===== src/include/lsu_cfg.svh =====
`ifndef LSU_CFG_SVH
`define LSU_CFG_SVH

// ##########################################################################
// Memory map and sizes
// ##########################################################################

// Data RAM depth in 32-bit words.
`define LSU_RAM_WORDS 256
`define LSU_UART_FIFO_DEPTH 4
`define LSU_UART_ADDR 32'h0000_1000 // Stores here go to the UART byte queue.

// ##########################################################################
// Access width codes
// ##########################################################################

`define MEM_BYTE 2'd0
`define MEM_HALF 2'd1
`define MEM_WORD 2'd2 // Code 3 is no access and enables no lanes.

`endif


===== src/hw/lsu_pkg.sv =====
`default_nettype none

`include "lsu_cfg.svh"

package lsu_pkg;

  // Byte address as seen on the request port.
  typedef logic [31:0] addr_t;

  typedef logic [31:0] word_t;

  typedef logic [3:0] byte_en_t; // One write enable per byte lane.

  // Byte position of an access inside its word.
  typedef logic [1:0] lane_t;

  typedef logic [1:0] mem_width_t;

  typedef logic [7:0] uart_byte_t;

  // Sized so the whole RAM is reachable and higher address bits alias.
  typedef logic [$clog2(`LSU_RAM_WORDS)-1:0] word_idx_t;

endpackage

`default_nettype wire


===== src/hw/mem_write_align.sv =====
`timescale 1ns/1ns
`default_nettype none

`include "lsu_cfg.svh"

module mem_write_align import lsu_pkg::*; (
  input  var logic       req_is_store,
  input  var addr_t      req_addr,
  input  var mem_width_t req_width,
  input  var word_t      req_wdata,
  output word_idx_t      word_idx,
  output lane_t          offset,
  output word_t          wdata_lanes,
  output byte_en_t       byte_en,
  output uart_byte_t     uart_byte,
  output logic           uart_sel
);

  assign word_idx = req_addr[2 +: $bits(word_idx_t)];
  assign offset   = req_addr[1:0];

  assign uart_sel  = (req_addr == `LSU_UART_ADDR);
  assign uart_byte = req_wdata[7:0]; // The UART address is word aligned.

  // Lanes shifted past byte 3 fall off the top of the word.
  always_comb begin
    wdata_lanes = '0;
    byte_en     = '0;
    if (req_is_store) begin
      case (req_width)
        `MEM_BYTE: begin
          wdata_lanes = word_t'(req_wdata[7:0]) << {offset, 3'b000};
          byte_en     = byte_en_t'(4'b0001 << offset);
        end
        `MEM_HALF: begin
          wdata_lanes = word_t'(req_wdata[15:0]) << {offset, 3'b000};
          byte_en     = byte_en_t'(4'b0011 << offset);
        end
        `MEM_WORD: begin
          wdata_lanes = req_wdata;
          byte_en     = 4'b1111;
        end
        default: begin
          wdata_lanes = '0;
          byte_en     = '0;
        end
      endcase
    end
    if (uart_sel) begin
      byte_en = '0; // The UART byte must not land in the RAM.
    end
  end

endmodule

`default_nettype wire


===== config.mk =====
export PLATFORM = sky130hd
export DESIGN_NAME = mem_write_align
export DESIGN_NICKNAME = d
export VERILOG_FILES = /design/src/hw/lsu_pkg.sv /design/src/hw/mem_write_align.sv
export VERILOG_INCLUDE_DIRS = /design/src /design/src/include
export SDC_FILE = /design/constraint.sdc
export NUM_CORES = 1
export LEC_CHECK = 0
export BUFFER_PORTS_ARGS = -buffer_cell sky130_fd_sc_hd__buf_2
export CELL_PAD_IN_SITES_DETAIL_PLACEMENT = 2
export CELL_PAD_IN_SITES_GLOBAL_PLACEMENT = 2
export CORE_MARGIN = 1
export CORE_UTILIZATION = 13
export DETAILED_ROUTE_END_ITERATION = 8
export PLACE_DENSITY_LB_ADDON = 0.1
export SETUP_SLACK_MARGIN = 0.4
export SYNTH_ARGS = -nofsm -noshare
export SYNTH_HDL_FRONTEND = slang
export SYNTH_SLANG_ARGS = --single-unit

===== constraint.sdc =====
create_clock -name vclk -period 1.2
set_input_delay 0.18 -clock vclk [all_inputs]
set_output_delay 0.18 -clock vclk [all_outputs]
set_load 0.05 [all_outputs]

==> impl_metrics.py <==
metrics = {
    "power": {
        "p_int_mw": 0.536,
        "power_frac_clock_pct": 0,
        "leakage_nw": 1.24,
        "power_density_nw_per_um2": 440,
        "comb_power_share_pct": 100.0,
        "peakVddDrop_v": 0.000208,
        "p_switching_mw": 0.690,
        "p_seq_share_pct": 0,
        "sw_frac_of_total_pct": 56.3,
    },
    "layout": {
        "final_cell_mix": "buf_2, buf_6, buf_8, buf_4, and2_4",
        "antennaDiodeCount": 0,
        "layout_commonest_cell": "buf_2",
        "drive_above_1_share_pct": 90.2,
        "seq_cells": 0,
        "synthToLayoutAreaGrowth_pct": 191,
        "clkbuf_count": 0,
        "nNetsFinal": 355,
        "register_area_um2": 0,
    },
    "outcome": {
        "status": "finished, violations left",
        "failed_checks": "negative setup slack",
    },
    "drt": {
        "wirelength_um": 5900,
        "drt_iter0_drc": 15,
        "num_vias": 1662,
        "drc": 0,
        "routed_via_density": 4.35,
        "postRouteAntennaNets": 0,
        "routedWlPerCell_um": 15.4,
        "dr.pass1.iters": 4,
    },
    "synthesis": {
        "yosys_warnings": 0,
        "seq_area_frac_synth_pct": 0,
        "ys_types": 29,
        "syn_nets": 224,
        "synth.avg_cell_area_um2": 6.10,
        "syn-cell-area_um2": 957,
        "netlist_instances": 157,
    },
    "floorplanning": {
        "fp.dieW_um": 87.8,
        "ios": 122,
        "die_area_um2": 7710,
        "fp.coreArea_um2": 6940,
        "num_rows": 30,
        "initial_utilization_pct": 13.8,
        "die_h_um": 87.8,
    },
    "timing": {
        "rsz0062_at_grt": "yes",
        "drv_slew": 0,
        "max_freq_mhz": 696,
        "setup_viol": 37,
        "tightest_slew_ns": 0.396,
        "hold_ws_ns": 0.657,
        "setup_slack_ns": -0.238,
        "period_share_pct": 120,
        "relSlewSlack_pct": 73.3,
        "fin_tns_setup_ns": -5.45,
        "finalCriticalPeriod_ns": 1.44,
        "hold_viol_final": 0,
    },
    "flow_run": {
        "cap_viol_max_count": 0,
    },
    "placement": {
        "hpwl_um": 4740,
        "io_buffers": 122,
        "gp_congestion": 0.696,
    },
    "critical_path": {
        "critPathLaunchType": "input pin",
        "path_cells": "buf_2 -> nor4b_2 -> nand4_1 -> nor2_4 -> buf_12 -> nor4b_4 -> buf_6",
        "crit_family": "simple AND/OR/NAND/NOR gates",
        "cp_slowest_cell": "nor4b_2",
        "cp.required_ns": 1.02,
        "critPathBufInv": 3,
        "critPathArrivalTime_ns": 1.26,
        "crit_path_max_fanout": 4,
        "cpPeakStageDelay_ns": 0.25,
        "endpoint_kind": "primary output",
        "path_class": "input pin to primary output",
    },
    "global_route": {
        "grt_pass1_wl_um": 9110,
        "gr-usage-met1_pct": 17.4,
        "grt_overflow": 0,
        "antenna_found_initial": 0,
        "grt_max_degree": 19,
        "grt_pass1_vias": 1815,
        "use_met3_pct": 0.566,
        "grt_busiest_layer": "met2",
        "met2_usage_pct": 31.1,
        "grt.total_usage_pct": 15.0,
    },
    "min_path": {
        "hold_path_class": "input pin to primary output",
    },
    "clock_network": {
        "cts_hold_buf": 0,
    },
}
cell type report:
class	instances	area, um2
Fill cell	790	4160
Multi-Input combinational cell	129	1280
Inverter	1	3.75
Timing Repair Buffer	156	1380
Tap cell	96	120
per-stage QoR:
step / power (mW) / area [um2] / cells / utilization [%] / setup WS (ns)
finish: 1.23 / 2790 / 382 / 40.1 / -0.238
global route: 1.30 / 2790 / 382 / 40.1 / -0.329
CTS: 1.18 / 2610 / 381 / 37.5 / -0.230
detailed placement: 0.921 / 1910 / 375 / 27.5 / -0.433
global placement: 0.912 / 1910 / 375 / 27.5 / -0.427
floorplan: 0.640 / 1160 / 157 / - / -0.350
Yosys cell counts, drive strengths merged:
cell / number / share of area, %
buf: 25 / 20
a2bb2oi: 1 / 0.92
o211ai: 1 / 0.78
nor2: 3 / 2.7
inv: 1 / 0.39
a21oi: 9 / 4.7
a21o: 1 / 0.78
nor4b: 2 / 2.5
and2b: 1 / 1.0
and2: 21 / 14
nor3: 3 / 1.6
nand2: 24 / 9.4
nand3b: 2 / 1.6
nand2b: 1 / 0.65
nand4: 2 / 1.3
nor4: 7 / 4.6
nor2b: 16 / 10
clkbuf: 3 / 1.3
a22oi: 10 / 7.8
or2: 1 / 0.65
o21a: 1 / 0.92
o21ai: 22 / 12
power by group through the flow:
stage	Combinational, mW	Clock, mW	Sequential [mW]
2_1_floorplan	0.640	0	0
3_3_place_gp	0.912	0	0
3_5_place_dp	0.921	0	0
4_1_cts	1.18	0	0
5_1_grt	1.30	0	0
6_report	1.23	0	0
timing repair:
item | 4_1_cts | 5_1_grt
pin swaps | 33 | 33
endpoints found under the setup margin | 40 | 40
gates cloned | 1 | 0
resized for setup | 167 | 45
buffers inserted | 5 | 1
kinds of logic after synthesis:
family | Yosys count | synth area share, %
buffers and inverters | 29 | 22.1
AO/OA/AOI/OAI | 45 | 27.5
AND/OR/NAND/NOR | 83 | 50.5
final timing paths:
kind         start           to  depth (start not counted)
max   req_addr[13]   byte_en[3]                          7
min    req_addr[8]  word_idx[6]                          2
routing by layer:
layer  wire length, um  up-vias
li1                  -      799
met1              2160      819
met2              3530       42
met3               175        2
met4                34        0
met5                 0        -
Power figures use the tool's default switching activity.
