===== config.mk =====
export PLATFORM = sky130hd
export DESIGN_NAME = lsu_response
export DESIGN_NICKNAME = d
export VERILOG_FILES = /design/src/hw/lsu_pkg.sv /design/src/hw/lsu_response.sv
export VERILOG_INCLUDE_DIRS = /design/src /design/src/include
export SDC_FILE = /design/constraint.sdc
export NUM_CORES = 1
export LEC_CHECK = 0
export ABC_CLOCK_PERIOD_IN_PS = 3800
export BUFFER_PORTS_ARGS = -buffer_cell sky130_fd_sc_hd__buf_2
export CAP_MARGIN = 5
export CELL_PAD_IN_SITES_DETAIL_PLACEMENT = 0
export CELL_PAD_IN_SITES_GLOBAL_PLACEMENT = 2
export CORE_MARGIN = 2
export CORE_UTILIZATION = 21
export DETAILED_ROUTE_END_ITERATION = 8
export HOLD_SLACK_MARGIN = 0.1
export PLACE_DENSITY = 0.93
export SETUP_SLACK_MARGIN = 0.2
export SLEW_MARGIN = 10
export SYNTH_ARGS = -nofsm -noshare
export SYNTH_HDL_FRONTEND = slang
export SYNTH_SLANG_ARGS = --single-unit

===== constraint.sdc =====
create_clock -name clk -period 3.8 [get_ports clk]
set_input_delay 0 -clock clk [delete_from_list [all_inputs] [get_ports clk]]
set_output_delay 0 -clock clk [all_outputs]
set_load 0.02 [all_outputs]

===== src/include/lsu_cfg.svh =====
`ifndef LSU_CFG_SVH
`define LSU_CFG_SVH

// ##########################################################################
// Memory map and sizes
// ##########################################################################

// Data RAM depth in 32-bit words.
`define LSU_RAM_WORDS 256
`define LSU_UART_FIFO_DEPTH 4
`define LSU_UART_ADDR 32'h0000_1000 // Stores here go to the UART byte queue.

// ##########################################################################
// Access width codes
// ##########################################################################

`define MEM_BYTE 2'd0
`define MEM_HALF 2'd1
`define MEM_WORD 2'd2 // Code 3 is no access and enables no lanes.

`endif


===== src/hw/lsu_pkg.sv =====
`default_nettype none

`include "lsu_cfg.svh"

package lsu_pkg;

  // Byte address as seen on the request port.
  typedef logic [31:0] addr_t;

  typedef logic [31:0] word_t;

  typedef logic [3:0] byte_en_t; // One write enable per byte lane.

  // Byte position of an access inside its word.
  typedef logic [1:0] lane_t;

  typedef logic [1:0] mem_width_t;

  typedef logic [7:0] uart_byte_t;

  // Sized so the whole RAM is reachable and higher address bits alias.
  typedef logic [$clog2(`LSU_RAM_WORDS)-1:0] word_idx_t;

endpackage

`default_nettype wire


===== src/hw/lsu_response.sv =====
`timescale 1ns/1ns
`default_nettype none

`include "lsu_cfg.svh"

module lsu_response import lsu_pkg::*; (
  input  var logic       clk,
  input  var logic       arst_n,
  input  var logic       req_valid,
  input  var logic       req_is_store,
  input  var logic       req_is_load_unsigned,
  input  var mem_width_t req_width,
  input  var lane_t      offset,
  input  var logic       uart_sel,
  input  var logic       fifo_full,
  input  var word_t      rd_word,
  output logic           accept,
  output logic           req_ready,
  output logic           rsp_valid,
  input  var logic       rsp_ready,
  output word_t          rsp_rdata
);

  mem_width_t width_q;
  lane_t      offset_q;
  logic       unsigned_q;
  logic       zero_q; // Stores and UART loads answer with zero.
  word_t      lane_word;

  // ##########################################################################
  // Acceptance
  // ##########################################################################

  // The response slot frees up in the same cycle it is drained.
  assign req_ready = (!rsp_valid || rsp_ready) && !(req_is_store && uart_sel && fifo_full);
  assign accept    = req_valid && req_ready;

  always_ff @(posedge clk or negedge arst_n) begin
    if (!arst_n) begin
      rsp_valid <= 1'b0;
    end else if (accept) begin
      rsp_valid <= 1'b1;
    end else if (rsp_ready) begin
      rsp_valid <= 1'b0;
    end
  end

  always_ff @(posedge clk) begin
    if (accept) begin
      width_q    <= req_width;
      offset_q   <= offset;
      unsigned_q <= req_is_load_unsigned;
      zero_q     <= req_is_store || uart_sel;
    end
  end

  // ##########################################################################
  // Load extraction
  // ##########################################################################

  assign lane_word = rd_word >> {offset_q, 3'b000};

  always_comb begin
    rsp_rdata = '0;
    if (!zero_q) begin
      case (width_q)
        `MEM_BYTE: rsp_rdata = {{24{lane_word[7] && !unsigned_q}}, lane_word[7:0]};
        `MEM_HALF: rsp_rdata = {{16{lane_word[15] && !unsigned_q}}, lane_word[15:0]};
        `MEM_WORD: rsp_rdata = rd_word;
        default:   rsp_rdata = '0;
      endcase
    end
  end

endmodule

`default_nettype wire


==> results.md <==
| Item | This run | Unit |
|---|---|---|
| Run status | complete, no violations | - |
| Vias in the first global route | 1,244 | - |
| Count of buffers added by post-CTS timing repair for setup | 0 | - |
| Main combinational cell family by area after synthesis | compound AO/OA/AOI/OAI gates | - |
| Number of DRC markers in iteration 0 | 85 | - |
| Maximum Capacitance Violations | 0 | - |
| Count of mapped cells out of synthesis | 146 | - |
| Setup repair after global routing missed its margin | no | - |
| Max Used Layer | met4 | - |
| Part of the power in the clock network | 0.275 | - |
| Start point of the critical path | offset_q[1] | - |
| Crit path launch type | register | - |
| Metal-1 WL | 1.74 | mm |
| Max Fclk | 0.370 | GHz |
| Core area | 4820 | sq um |
| Cell Count, Final, Fillers Out | 290 | - |
| H-tree depth | 1 | - |
| Cell Int Power | 236 | uW |
| Number of hold-slack violations in the final timing report | 0 | - |
| Antenna violations before repair | 0 | - |
| Largest fanout on the critical path | 18 | - |
| Final period demand of the worst path | 2710 | ps |
| Type of the worst setup path | register to primary output | - |
| Cts-stage hold buffer count | 9 | - |
| Global route overflow | 0 | - |
| Initial standard-cell utilization of the core | 0.221 | - |
| Worst path required time | 3800 | ps |
| Synthesized area per cell | 7.30 | sq um |
| Top-level I/O count | 79 | - |
| Min-Delay Startpoint | rsp_ready | - |
| Capturing element type of the critical path | primary output | - |
| Sw Share | 0.361 | - |
| Worst slew pin tran | 894 | ps |
| Number of gates resized after cts | 0 | - |
| RR Startpoint | rsp_valid | - |
| First-pass iteration count of the detailed router | 6 | - |
| Sum of net half-perimeters after detailed placement | 2.98 | mm |
| WHS Path Cells | 3 | - |
| Fraction of layout cells with a size suffix above 1 | 0.426 | - |
| Final setup vio count | 0 | - |
| Routed wire length per instance | 13.3 | um |
| Wire length of the first global-routing pass | 5.87 | mm |
| Cell count of the worst reg-to-reg path | 3 | - |
| Total via count after detailed routing | 1,332 | - |
| Part of the power in combinational logic | 0.441 | - |
| Clock-pin slew of the registers on the worst-case setup and hold paths | 40 | ps |
| Row Count | 25 | - |
| Endpoint arrival time on the critical path | 2710 | ps |
| Die Height | 75.3 | um |
| Parity-gate share of the synthesized area counting xor and xnor cells | 0 | - |
| Total length of routed met2 wires | 1.81 | mm |
| Crit share post-route | 0.712 | - |
| Signed area change from the synthesized netlist to the final layout | 50.8 | % |
| Nets in the synthesized netlist | 190 | - |
| Chip Width | 75.3 | um |
| Inserted Diodes | 0 | - |
| Final setup skew | 0.276 | ps |
| Portion of the post-synthesis area used by sequential elements | 0.192 | - |
| Placed cell count | 277 | - |
| Number of DRC violations after detailed routing | 0 | - |
| Total power per unit cell area | 229 | nW/um^2 |
| Pin count of the biggest net entering global routing | 26 | - |
| Max IR drop VDD | 0.196 | mV |
| Worst rel slew slack | 0.401 | - |
| Synthesized-area fraction occupied by adder cells | 0 | - |
| Total Power | 369 | uW |
| Path type of the worst min-delay path | primary input to register | - |
| Number of synthesis warnings | 0 | - |
| Critical Path Stages | 5 | - |
| Slowest-stage cell, CP | edfxtp_1 | - |
| Compound-gate portion of the synthesized area | 0.385 | - |
| Family of cells with the greatest summed delay on the critical path | flip-flops | - |
| Simple logic cell fraction of the synthesized area | 0.176 | - |
| Count of state elements after synthesis | 7 | - |
| Post-Route WL | 3.85 | mm |
| Number of distinct library cells after synthesis | 28 | - |
| Post-detailed-route count of antenna-violating nets | 0 | - |
| DR vias/cell | 4.59 | - |
| Hold slack | 170 | ps |
| Clock tree from TritonCTS | built | - |
| Inserted Clock Buffers | 3 | - |
| Setup TNS after final layout | 0 | ps |
| Global-route usage over all layers | 0.134 | - |
| Die area | 5660 | sq um |
| CTS Sinks | 7 | - |
| Area of the mapped netlist | 1070 | sq um |
| CTS Root Buffer Type | clkbuf_8 | - |
| Portion of netlist area occupied by mux cells | 0.170 | - |
| Max Slew Vio Count | 0 | - |
| Cell Chain, Critical Path | mux4_2, nand2_4, a21boi_4, a21oi_1, buf_2 | - |
| Slowest cell delay on critical path | 890 | ps |
| Switching component of the power | 133 | uW |
| Sequential cell fraction of total power | 0.284 | - |
| Leakage dissipation | 0.000790 | uW |
| Latest clock arrival within the worst-skew pair | 220 | ps |
| Number of buffer cells added on primary ports | 78 | - |
| Met3 wire len | 282 | um |
| Final nets | 268 | - |
| Final GP Congestion | 0.737 | - |
| Maximum clock path buffer count | 2 | - |
| Buffer and inverter count on the worst path | 1 | - |
sequential cells by signal (all words and copies together), names as in the netlist:
| signal | flops |
|---|---|
| zero_q | 1 |
| rsp_valid | 1 |
| offset_q | 2 |
| unsigned_q | 1 |
| width_q | 2 |
synthesized netlist by cell type, drive strengths merged:
cell type / instances / area share
o22ai: 1 / 0.0059
or2: 2 / 0.012
a31oi: 1 / 0.0059
nor3b: 1 / 0.0070
nor3: 1 / 0.0047
mux2i: 8 / 0.075
nand2: 32 / 0.12
mux4: 1 / 0.021
o211ai: 7 / 0.049
dfrtp: 1 / 0.023
edfxtp: 6 / 0.17
a21boi: 1 / 0.018
and2: 1 / 0.0059
nor2b: 4 / 0.023
clkbuf: 8 / 0.028
a22oi: 2 / 0.014
o21ai: 7 / 0.033
inv: 1 / 0.0035
o2bb2ai: 7 / 0.058
nor2: 1 / 0.0035
mux2: 7 / 0.074
a21oi: 31 / 0.15
a21o: 8 / 0.056
buf: 7 / 0.045
cell usage in the layout (no fill, tap or decap):
master         Yosys  routed
edfxtp_1           6       6
buf_2              2      78
clkbuf_1           8       1
a21oi_1           31      31
nand2_1           31      31
nand2_4            1       1
or2_2              2       2
dlygate4sd3_1      0       9
mux2i_1            8       8
a31oi_1            1       1
a21o_1             8       8
a22oi_1            2       2
o22ai_1            1       1
nor2b_2            0       1
nor3_1             1       1
o2bb2ai_1          7       7
buf_4              1       1
inv_1              1       1
o21ai_0            7       7
dfrtp_1            1       1
nor2b_1            4       3
mux2_2             7       7
and2_1             1       1
a21boi_4           1       1
nor2_1             1       1
o211ai_1           7       7
clkbuf_8           0       3
mux4_2             1       1
nor3b_1            1       1
path summary, 6_finish.rpt:
| path | end | slack [ps] |
|---|---|---|
| max reg2reg | offset_q[0] | 2490 |
| min reg2reg | rsp_valid | 650 |
| max | rsp_rdata[21] | 1090 |
| min | rsp_valid | 170 |
| max in group asynchronous | rsp_valid | 3090 |
| min in group asynchronous | rsp_valid | 600 |
metal layers:
layer  vias to the layer above  global-route usage
li1                        688                   -
met1                       593               0.191
met5                         -                   0
met3                         2              0.0187
met4                         0              0.0117
met2                        49               0.225
power groups by stage:
stage               registers, uW  logic, uW  clock network, uW
detailed placement            106        157                  0
finish                        105        163                101
CTS                           105        164                103
floorplan                    95.4        110                  0
global placement              106        156                  0
global route                  106        181                110
cell type report:
cell class | count | area, sq um
fill | 561 | 3210
clock buffer | 4 | 45.0
tap | 67 | 83.8
timing repair buffer | 88 | 488
sequential | 7 | 205
multi-input combinational | 123 | 782
inverter | 1 | 3.75
tightest hold or removal path, stage by stage:
cell,delay [ps]
buf_2,90
nor2b_1,140
or2_2,130
through the flow:
stage,instance area (sq um),worst slack (ps),utilization
after floorplan,1070,1990,-
after global placement,1470,1390,0.306
after detailed placement,1470,1330,0.306
after CTS,1610,1090,0.334
after global routing,1610,941,0.334
final,1610,1090,0.334
kinds of logic (layout without fill, tap and decap cells):
kind of cell / Yosys count / after routing
multiplexers: 16 / 16
AND/OR/NAND/NOR: 42 / 42
flip-flops: 7 / 7
AO/OA/AOI/OAI: 65 / 65
buffers and inverters: 16 / 93
(Power assumes the default switching activity.)
