File: config.mk
export PLATFORM = sky130hd
export DESIGN_NAME = uart_tx_fifo
export DESIGN_NICKNAME = d
export VERILOG_FILES = /design/src/hw/lsu_pkg.sv /design/src/hw/uart_tx_fifo.sv
export VERILOG_INCLUDE_DIRS = /design/src /design/src/include
export SDC_FILE = /design/constraint.sdc
export NUM_CORES = 1
export LEC_CHECK = 0
export BUFFER_PORTS_ARGS = -buffer_cell sky130_fd_sc_hd__buf_4
export CAP_MARGIN = 0
export CORE_ASPECT_RATIO = 1.75
export CORE_MARGIN = 10
export CORE_UTILIZATION = 30
export CTS_CLUSTER_DIAMETER = 50
export DETAILED_ROUTE_END_ITERATION = 16
export MAX_ROUTING_LAYER = met4
export PLACE_DENSITY_LB_ADDON = 0.15
export SLEW_MARGIN = 40
export SYNTH_ARGS = -nofsm -noshare
export SYNTH_HDL_FRONTEND = slang
export SYNTH_SLANG_ARGS = --single-unit
File: constraint.sdc
create_clock -name clk -period 3.2 [get_ports clk]
set_input_delay 0.96 -clock clk [delete_from_list [all_inputs] [get_ports clk]]
set_output_delay 0.96 -clock clk [all_outputs]
set_load 0.03 [all_outputs]
File: src/include/lsu_cfg.svh
`ifndef LSU_CFG_SVH
`define LSU_CFG_SVH

// ##########################################################################
// Memory map and sizes
// ##########################################################################

// Data RAM depth in 32-bit words.
`define LSU_RAM_WORDS 256
`define LSU_UART_FIFO_DEPTH 4
`define LSU_UART_ADDR 32'h0000_1000 // Stores here go to the UART byte queue.

// ##########################################################################
// Access width codes
// ##########################################################################

`define MEM_BYTE 2'd0
`define MEM_HALF 2'd1
`define MEM_WORD 2'd2 // Code 3 is no access and enables no lanes.

`endif

File: src/hw/lsu_pkg.sv
`default_nettype none

`include "lsu_cfg.svh"

package lsu_pkg;

  // Byte address as seen on the request port.
  typedef logic [31:0] addr_t;

  typedef logic [31:0] word_t;

  typedef logic [3:0] byte_en_t; // One write enable per byte lane.

  // Byte position of an access inside its word.
  typedef logic [1:0] lane_t;

  typedef logic [1:0] mem_width_t;

  typedef logic [7:0] uart_byte_t;

  // Sized so the whole RAM is reachable and higher address bits alias.
  typedef logic [$clog2(`LSU_RAM_WORDS)-1:0] word_idx_t;

endpackage

`default_nettype wire

File: src/hw/uart_tx_fifo.sv
`timescale 1ns/1ns
`default_nettype none

`include "lsu_cfg.svh"

module uart_tx_fifo import lsu_pkg::*; (
  input  var logic       clk,
  input  var logic       arst_n,
  input  var logic       push,
  input  var uart_byte_t push_byte,
  output logic           fifo_full,
  output logic           uart_valid,
  input  var logic       uart_ready,
  output uart_byte_t     uart_data
);

  localparam int DEPTH = `LSU_UART_FIFO_DEPTH;
  localparam int PTR_W = $clog2(DEPTH);
  localparam int CNT_W = $clog2(DEPTH + 1);

  uart_byte_t       fifo_mem [DEPTH];
  logic [PTR_W-1:0] wr_ptr;
  logic [PTR_W-1:0] rd_ptr;
  logic [CNT_W-1:0] count;
  logic             pop;

  assign pop        = uart_valid && uart_ready;
  assign uart_valid = (count != '0);
  assign uart_data  = fifo_mem[rd_ptr];
  assign fifo_full  = (count == CNT_W'(DEPTH));

  always_ff @(posedge clk) begin
    if (push) begin
      fifo_mem[wr_ptr] <= push_byte;
    end
  end

  // Pointers wrap at DEPTH so the depth need not be a power of two.
  always_ff @(posedge clk or negedge arst_n) begin
    if (!arst_n) begin
      wr_ptr <= '0;
      rd_ptr <= '0;
      count  <= '0;
    end else begin
      if (push) begin
        wr_ptr <= (wr_ptr == PTR_W'(DEPTH - 1)) ? '0 : wr_ptr + 1'b1;
      end
      if (pop) begin
        rd_ptr <= (rd_ptr == PTR_W'(DEPTH - 1)) ? '0 : rd_ptr + 1'b1;
      end
      count <= count + CNT_W'(push) - CNT_W'(pop);
    end
  end

endmodule

`default_nettype wire

==> metrics, run 1 <==
largest area contributor in the netlist=edfxtp_1; Synth-to-Final Area Change=20.0%; DR top layer=met4; area of the core=5210 µm²; DR WL met3=129 µm; die width=75.1 µm; WL/cell=17.0 µm; largest net degree at the start of global routing=13; Main synth FF type=edfxtp_1; DRC=0; Post-synth EDFFs=32; crit start category=flip-flop; worst-path cell chain=mux4_2 > buf_4; diode count=0; Die H=116 µm; Async S/R FF share, synth=0.179; number of I/O port buffers=21; Comb power frac=0.346; CP endpoint kind=output port; number of global-route vias before repair=881; CTS Hold Bufs=0; Power Dens Cells=936 nW/µm²; synth cell count leaders=edfxtp_1, mux4_2, dfrtp_1, ha_1, inv_1; Hold Path Class=input port to asynchronous set/reset pin; placed cells=154; Synth top area share=0.604; switch share=0.334; starting density of the core=0.305; die area=8730 µm²; DR vias/cell=4.65; Total GRT Usage=0.0729; Setup TNS Final=0 ns; Hold Vio Cnt, Final=0; global-route wire length before repair=4.47 mm; part of the power in registers=0.439; sw power=0.000597 W; H-tree depth=2; clock buffer depth=2; Root Driver=clkbuf_8; Reg area=1140 µm²; antenna viol nets, final=0; Peak VDD IR=0.451 mV; met1 wire length=1.05 mm; Mapped Nets=100; Std-Cell Rows=35; routability congestion estimate=0.684; ratio of cells with drive above 1 in the final layout=0.364; routed wl met2=1.53 mm; initial antenna violation count=0; crit path max fanout=11; TritonRoute pass-1 iters=4; FMAX=364 MHz; Cell Count, Final, Fillers Out=162; Fill cells=491; Clock power frac=0.216; outcome=finished, final reports clean; WL final=2.75 mm; Syn Inst Count=80; max cap viols=0; reg2reg setup slack=1.13 ns; synthesis-stage register bit count=39; Iteration-0 DRC Markers=54; ranking of synthesized cells by area=edfxtp_1, mux4_2, dfrtp_1; Final Core Density=0.366; boundary pin count=22; leakage power=0.723 nW; most common cell in the synthesized netlist=edfxtp_1; clock sinks=39; Final period util=0.859; crit path kind=flip-flop to output port; Req. time, crit path=2.24 ns; post-synthesis sequential area ratio=0.714; total gr overflow=0; headroom to the max-slew limit=0.578; Final HPWL DP=2.06 mm; Mapped Area=1590 µm²; post_cts resized=0; CTS tree=done; measured slew at the worst slew-check pin=0.632 ns; RSZ-0062 raised after global routing=no; yosys warns=0; Max Slew Vio Count=0; Final setup viols=0; clock skew=0.00842 ns; crit path DAT=1.79 ns; Min Clock Period, post-route=2.75 ns; Mapped Avg Cell Area=19.9 µm²; routed via count=753; setup bufs post-CTS=0; TritonCTS buffer count=5; internal power=0.00119 W; Final Net Count=126; CP peak stage delay=0.75 ns; CP max stage cell=dfrtp_1; synth unique cells=18; area of the multi-input gates=413 µm²; Worst-path clk slew=0.07 ns; Worst-Skew Late Latency=0.28 ns
==> path summary, 6_finish.rpt <==
check	start	to	cells past startpoint
worst min register to register	wr_ptr[1]	wr_ptr[1]	2
worst min-delay path	arst_n	wr_ptr[1]	1
worst max-delay path	rd_ptr[0]	uart_data[4]	2
max in group asynchronous	arst_n	rd_ptr[1]	1
min in group clk	wr_ptr[1]	wr_ptr[1]	2
worst max register to register	count[1]	count[2]	8
==> critical path: cells and delay by family (launching register included) <==
kind	cells	cell delay (ns)
buffers and inverters	1	0.18
muxes	1	0.58
DFF	1	0.75
==> sequential cells by signal (all words and copies together) (netlist names) <==
register  count
count         3
wr_ptr        2
fifo_mem     32
rd_ptr        2
==> layout make-up <==
class,instances,area share
Sequential cell,39,0.595
Multi-Input combinational cell,32,0.216
Timing Repair Buffer,21,0.0826
Clock buffer,5,0.0360
Tap cell,55,0.0360
Clock inverter,3,0.0203
Inverter,7,0.0138
==> logic make-up after synthesis <==
logic type               after synthesis  share of synthesized area
flip-flops                            39                      0.714
multiplexers                          10                      0.127
buffers and inverters                  9                     0.0267
AND/OR/NAND/NOR                        9                     0.0338
adder cells (fa/ha/maj)                8                     0.0676
AO/OA/AOI/OAI                          3                     0.0197
XOR/XNOR                               2                     0.0110
==> per-layer routing <==
| metal | GRT usage | up-vias |
|---|---|---|
| li1 | - | 352 |
| met1 | 0.0713 | 383 |
| met2 | 0.123 | 16 |
| met3 | 0.0247 | 2 |
| met4 | 0.0381 | 0 |
| met5 | - | - |
==> cells in the final DEF (no fill, tap or decap) <==
master,n
and2_1,4
and3_1,1
buf_4,21
bufinv_16,1
clkbuf_8,5
clkinv_1,1
clkinv_2,1
dfrtp_1,7
edfxtp_1,32
fa_1,1
ha_1,7
inv_1,7
mux2_2,2
mux4_2,8
nand2_1,1
nor2_1,1
o21ai_0,2
o31ai_4,1
or3_1,1
or3b_1,1
xnor2_1,2
==> power by group through the flow <==
stage	Clock, W	Combinational [W]	Sequential (W)
global placement	0	0.000621	0.000790
detailed placement	0	0.000637	0.000801
CTS	0.000401	0.000636	0.000792
finish	0.000385	0.000617	0.000784
floorplan	0	0.000508	0.000725
global route	0.000425	0.000686	0.000804
==> metrics by stage <==
step | power, W | hold WS, ns | area [µm²] | worst slack, ns
final | 0.00179 | 0.480 | 1910 | 0.450
after global routing | 0.00192 | 0.465 | 1910 | 0.316
after CTS | 0.00183 | 0.471 | 1910 | 0.393
after detailed placement | 0.00144 | 0.615 | 1800 | 0.692
after global placement | 0.00141 | 0.591 | 1800 | 0.717
after floorplan | 0.00123 | 0.565 | 1590 | 0.909
(Power assumes the default switching activity.)
==> run 2: changes to the inputs <==
--- a/config.mk
+++ b/config.mk
@@ -17,2 +17,3 @@
 export PLACE_DENSITY_LB_ADDON = 0.15
+export REMOVE_ABC_BUFFERS = 1
 export SLEW_MARGIN = 40
==> constraint.sdc (replaced) <==
create_clock -name clk -period 3.2 [get_ports clk]
set_input_delay 0.32 -clock clk [delete_from_list [all_inputs] [get_ports clk]]
set_output_delay 0.32 -clock clk [all_outputs]
set_load 0.03 [all_outputs]
==> metrics, run 2 (synthesis gave the netlist of run 1 again) <==
post-route setup slack=1.09 ns (+0.636 ns); Iteration-0 DRC Markers=21 (-61%); Hold Vio Cnt, Final=0 (unchanged); max cap viols=0 (unchanged); CP endpoint kind=output port; measured slew at the worst slew-check pin=0.624 ns (-0.00835 ns); most frequent cells in the layout=edfxtp_1, buf_4, mux4_2; Comb power frac=0.350 (+0.004); Total GRT Usage=0.0707 (-0.00214); clock skew=0.00512 ns (-0.00330 ns); FMAX=473 MHz (+30%); Clock power frac=0.214 (-0.002); clock buffer depth=2 (unchanged); post_cts resized=0 (unchanged); crit path DAT=1.79 ns (about the same); routability congestion estimate=0.686 (+0.16%); clock sinks=39 (unchanged); WL/cell=16.4 µm (-3.3%); Final Core Density=0.368 (+0.00192); Std-Cell Rows=35 (unchanged); Req. time, crit path=2.88 ns (+0.64 ns); starting density of the core=0.305 (unchanged); Largest regs=fifo_mem (32), count (3); boundary pin count=22 (unchanged); Biggest register=fifo_mem; post-route cell area=1920 µm² (+0.52%); die area=8730 µm² (unchanged); Final Net Count=127 (+0.79%); outcome=finished, final reports clean; CP Buf/Inv Count=1 (unchanged); RSZ-0062 raised after global routing=no; Root Driver=clkbuf_8; DRC=0 (unchanged); Area after DPL=1800 µm² (unchanged); max reg flops=32 (unchanged); Crit path max-delay family=flip-flops; Power Dens Cells=936 nW/µm² (about the same); WL final=2.68 mm (-2.7%); Final setup viols=0 (unchanged); part of the power in registers=0.435 (-0.004); headroom to the max-slew limit=0.584 (+0.00557); antenna viol nets, final=0 (unchanged); total gr overflow=0 (unchanged); internal power=0.00119 W (+0.33%); Min Clock Period, post-route=2.11 ns (-0.636 ns); DR vias/cell=4.60 (-1.0%); Worst-Skew Late Latency=0.28 ns (about the same); reg2reg setup slack=1.15 ns (+0.02 ns); Peak VDD IR=0.432 mV (-4.3%); Hold WS=0.234 ns (-0.246 ns); crit start category=flip-flop; H-tree depth=2 (unchanged); area of the core=5210 µm² (unchanged); diode count=0 (unchanged); commonest non-fill, non-tap cell in the layout=edfxtp_1; setup bufs post-CTS=0 (unchanged); ratio of cells with drive above 1 in the final layout=0.361 (-0.00337); worst-path cell chain=mux4_2 > buf_4; crit path kind=flip-flop to output port; Setup TNS Final=0 ns (unchanged); CP peak stage delay=0.74 ns (about the same); leakage power=0.727 nW (+0.58%); largest net degree at the start of global routing=13 (unchanged); CP max stage cell=dfrtp_1; Worst-path clk slew=0.07 ns (about the same); TritonRoute pass-1 iters=4 (unchanged); routed via count=750 (-0.40%); Synth-to-Final Area Change=20.6%; Hold Path Class=input port to flip-flop; Final HPWL DP=1.98 mm (-3.7%); CTS tree=done; Max Slew Vio Count=0 (unchanged); initial antenna violation count=0 (unchanged); global-route wire length before repair=4.30 mm (-3.9%); number of global-route vias before repair=861 (-2.3%); crit path max fanout=11 (unchanged); Die H=116 µm (unchanged); die width=75.1 µm (unchanged); number of I/O port buffers=21 (unchanged); Final period util=0.661 (-0.199); sw power=0.000603 W (+0.97%); Placement Setup Slack=1.14 ns (+0.447 ns); TritonCTS buffer count=5 (unchanged); switch share=0.335 (+0.00141)
run 2: changes by cell type in the layout (fill, tap and decap cells not counted), sizes merged:
cell / previous run / this run
dlygate4sd3: 0 / 1
run 2: path summary, 6_finish.rpt:
path / to / cells past startpoint / from
max in group asynchronous: rd_ptr[0] / 2 / arst_n
worst max-delay path: uart_data[4] / 2 / rd_ptr[0]
worst min-delay path: fifo_mem[3][0] / 1 / push_byte[0]
min in group asynchronous: rd_ptr[1] / 2 / arst_n
worst min register to register: wr_ptr[1] / 2 / wr_ptr[1]
worst max register to register: count[2] / 8 / count[1]
run 2: what timing repair did:
action | in CTS | in global routing
hold endpoints to repair | 7 | 0
hold buffers | 1 | 0
setup endpoints to repair | 0 | 0
run 2: layout make-up:
class / instances / area (µm²)
fillers: 481 / 3290
flip-flops and latches: 39 / 1140
multi-input cells: 32 / 413
repair buffers: 22 / 168
clock buffers: 5 / 68.8
well taps: 55 / 68.8
clock inverters: 3 / 38.8
inverters: 7 / 26.3
run 2: routing by layer:
metal,global-route usage,share of wire,up-vias
li1,-,-,354
met1,0.0729,0.40,375
met2,0.113,0.54,19
met3,0.0238,0.040,2
met4,0.0419,0.012,0
met5,-,0,-
run 2: power groups by stage:
| stage | clock network, W | registers [W] | logic, W |
|---|---|---|---|
| floorplan | 0 | 0.000760 | 0.000451 |
| CTS | 0.000402 | 0.000788 | 0.000647 |
| global route | 0.000423 | 0.000803 | 0.000684 |
| detailed placement | 0 | 0.000800 | 0.000641 |
| global placement | 0 | 0.000789 | 0.000629 |
| finish | 0.000385 | 0.000782 | 0.000629 |
run 2: metrics by stage:
step	std cells	power, W
finish	163	0.00180
global route	163	0.00191
CTS	163	0.00184
detailed placement	154	0.00144
global placement	154	0.00142
floorplan	78	0.00121
run 2: worst register-to-register path: stages, from the launching register on:
cell and delay [ns]:
dfrtp_1 0.42, o31ai_4 0.30, inv_1 0.07, ha_1 0.27
inv_1 0.04, ha_1 0.18, fa_1 0.38, xnor2_1 0.15
xnor2_1 0.13
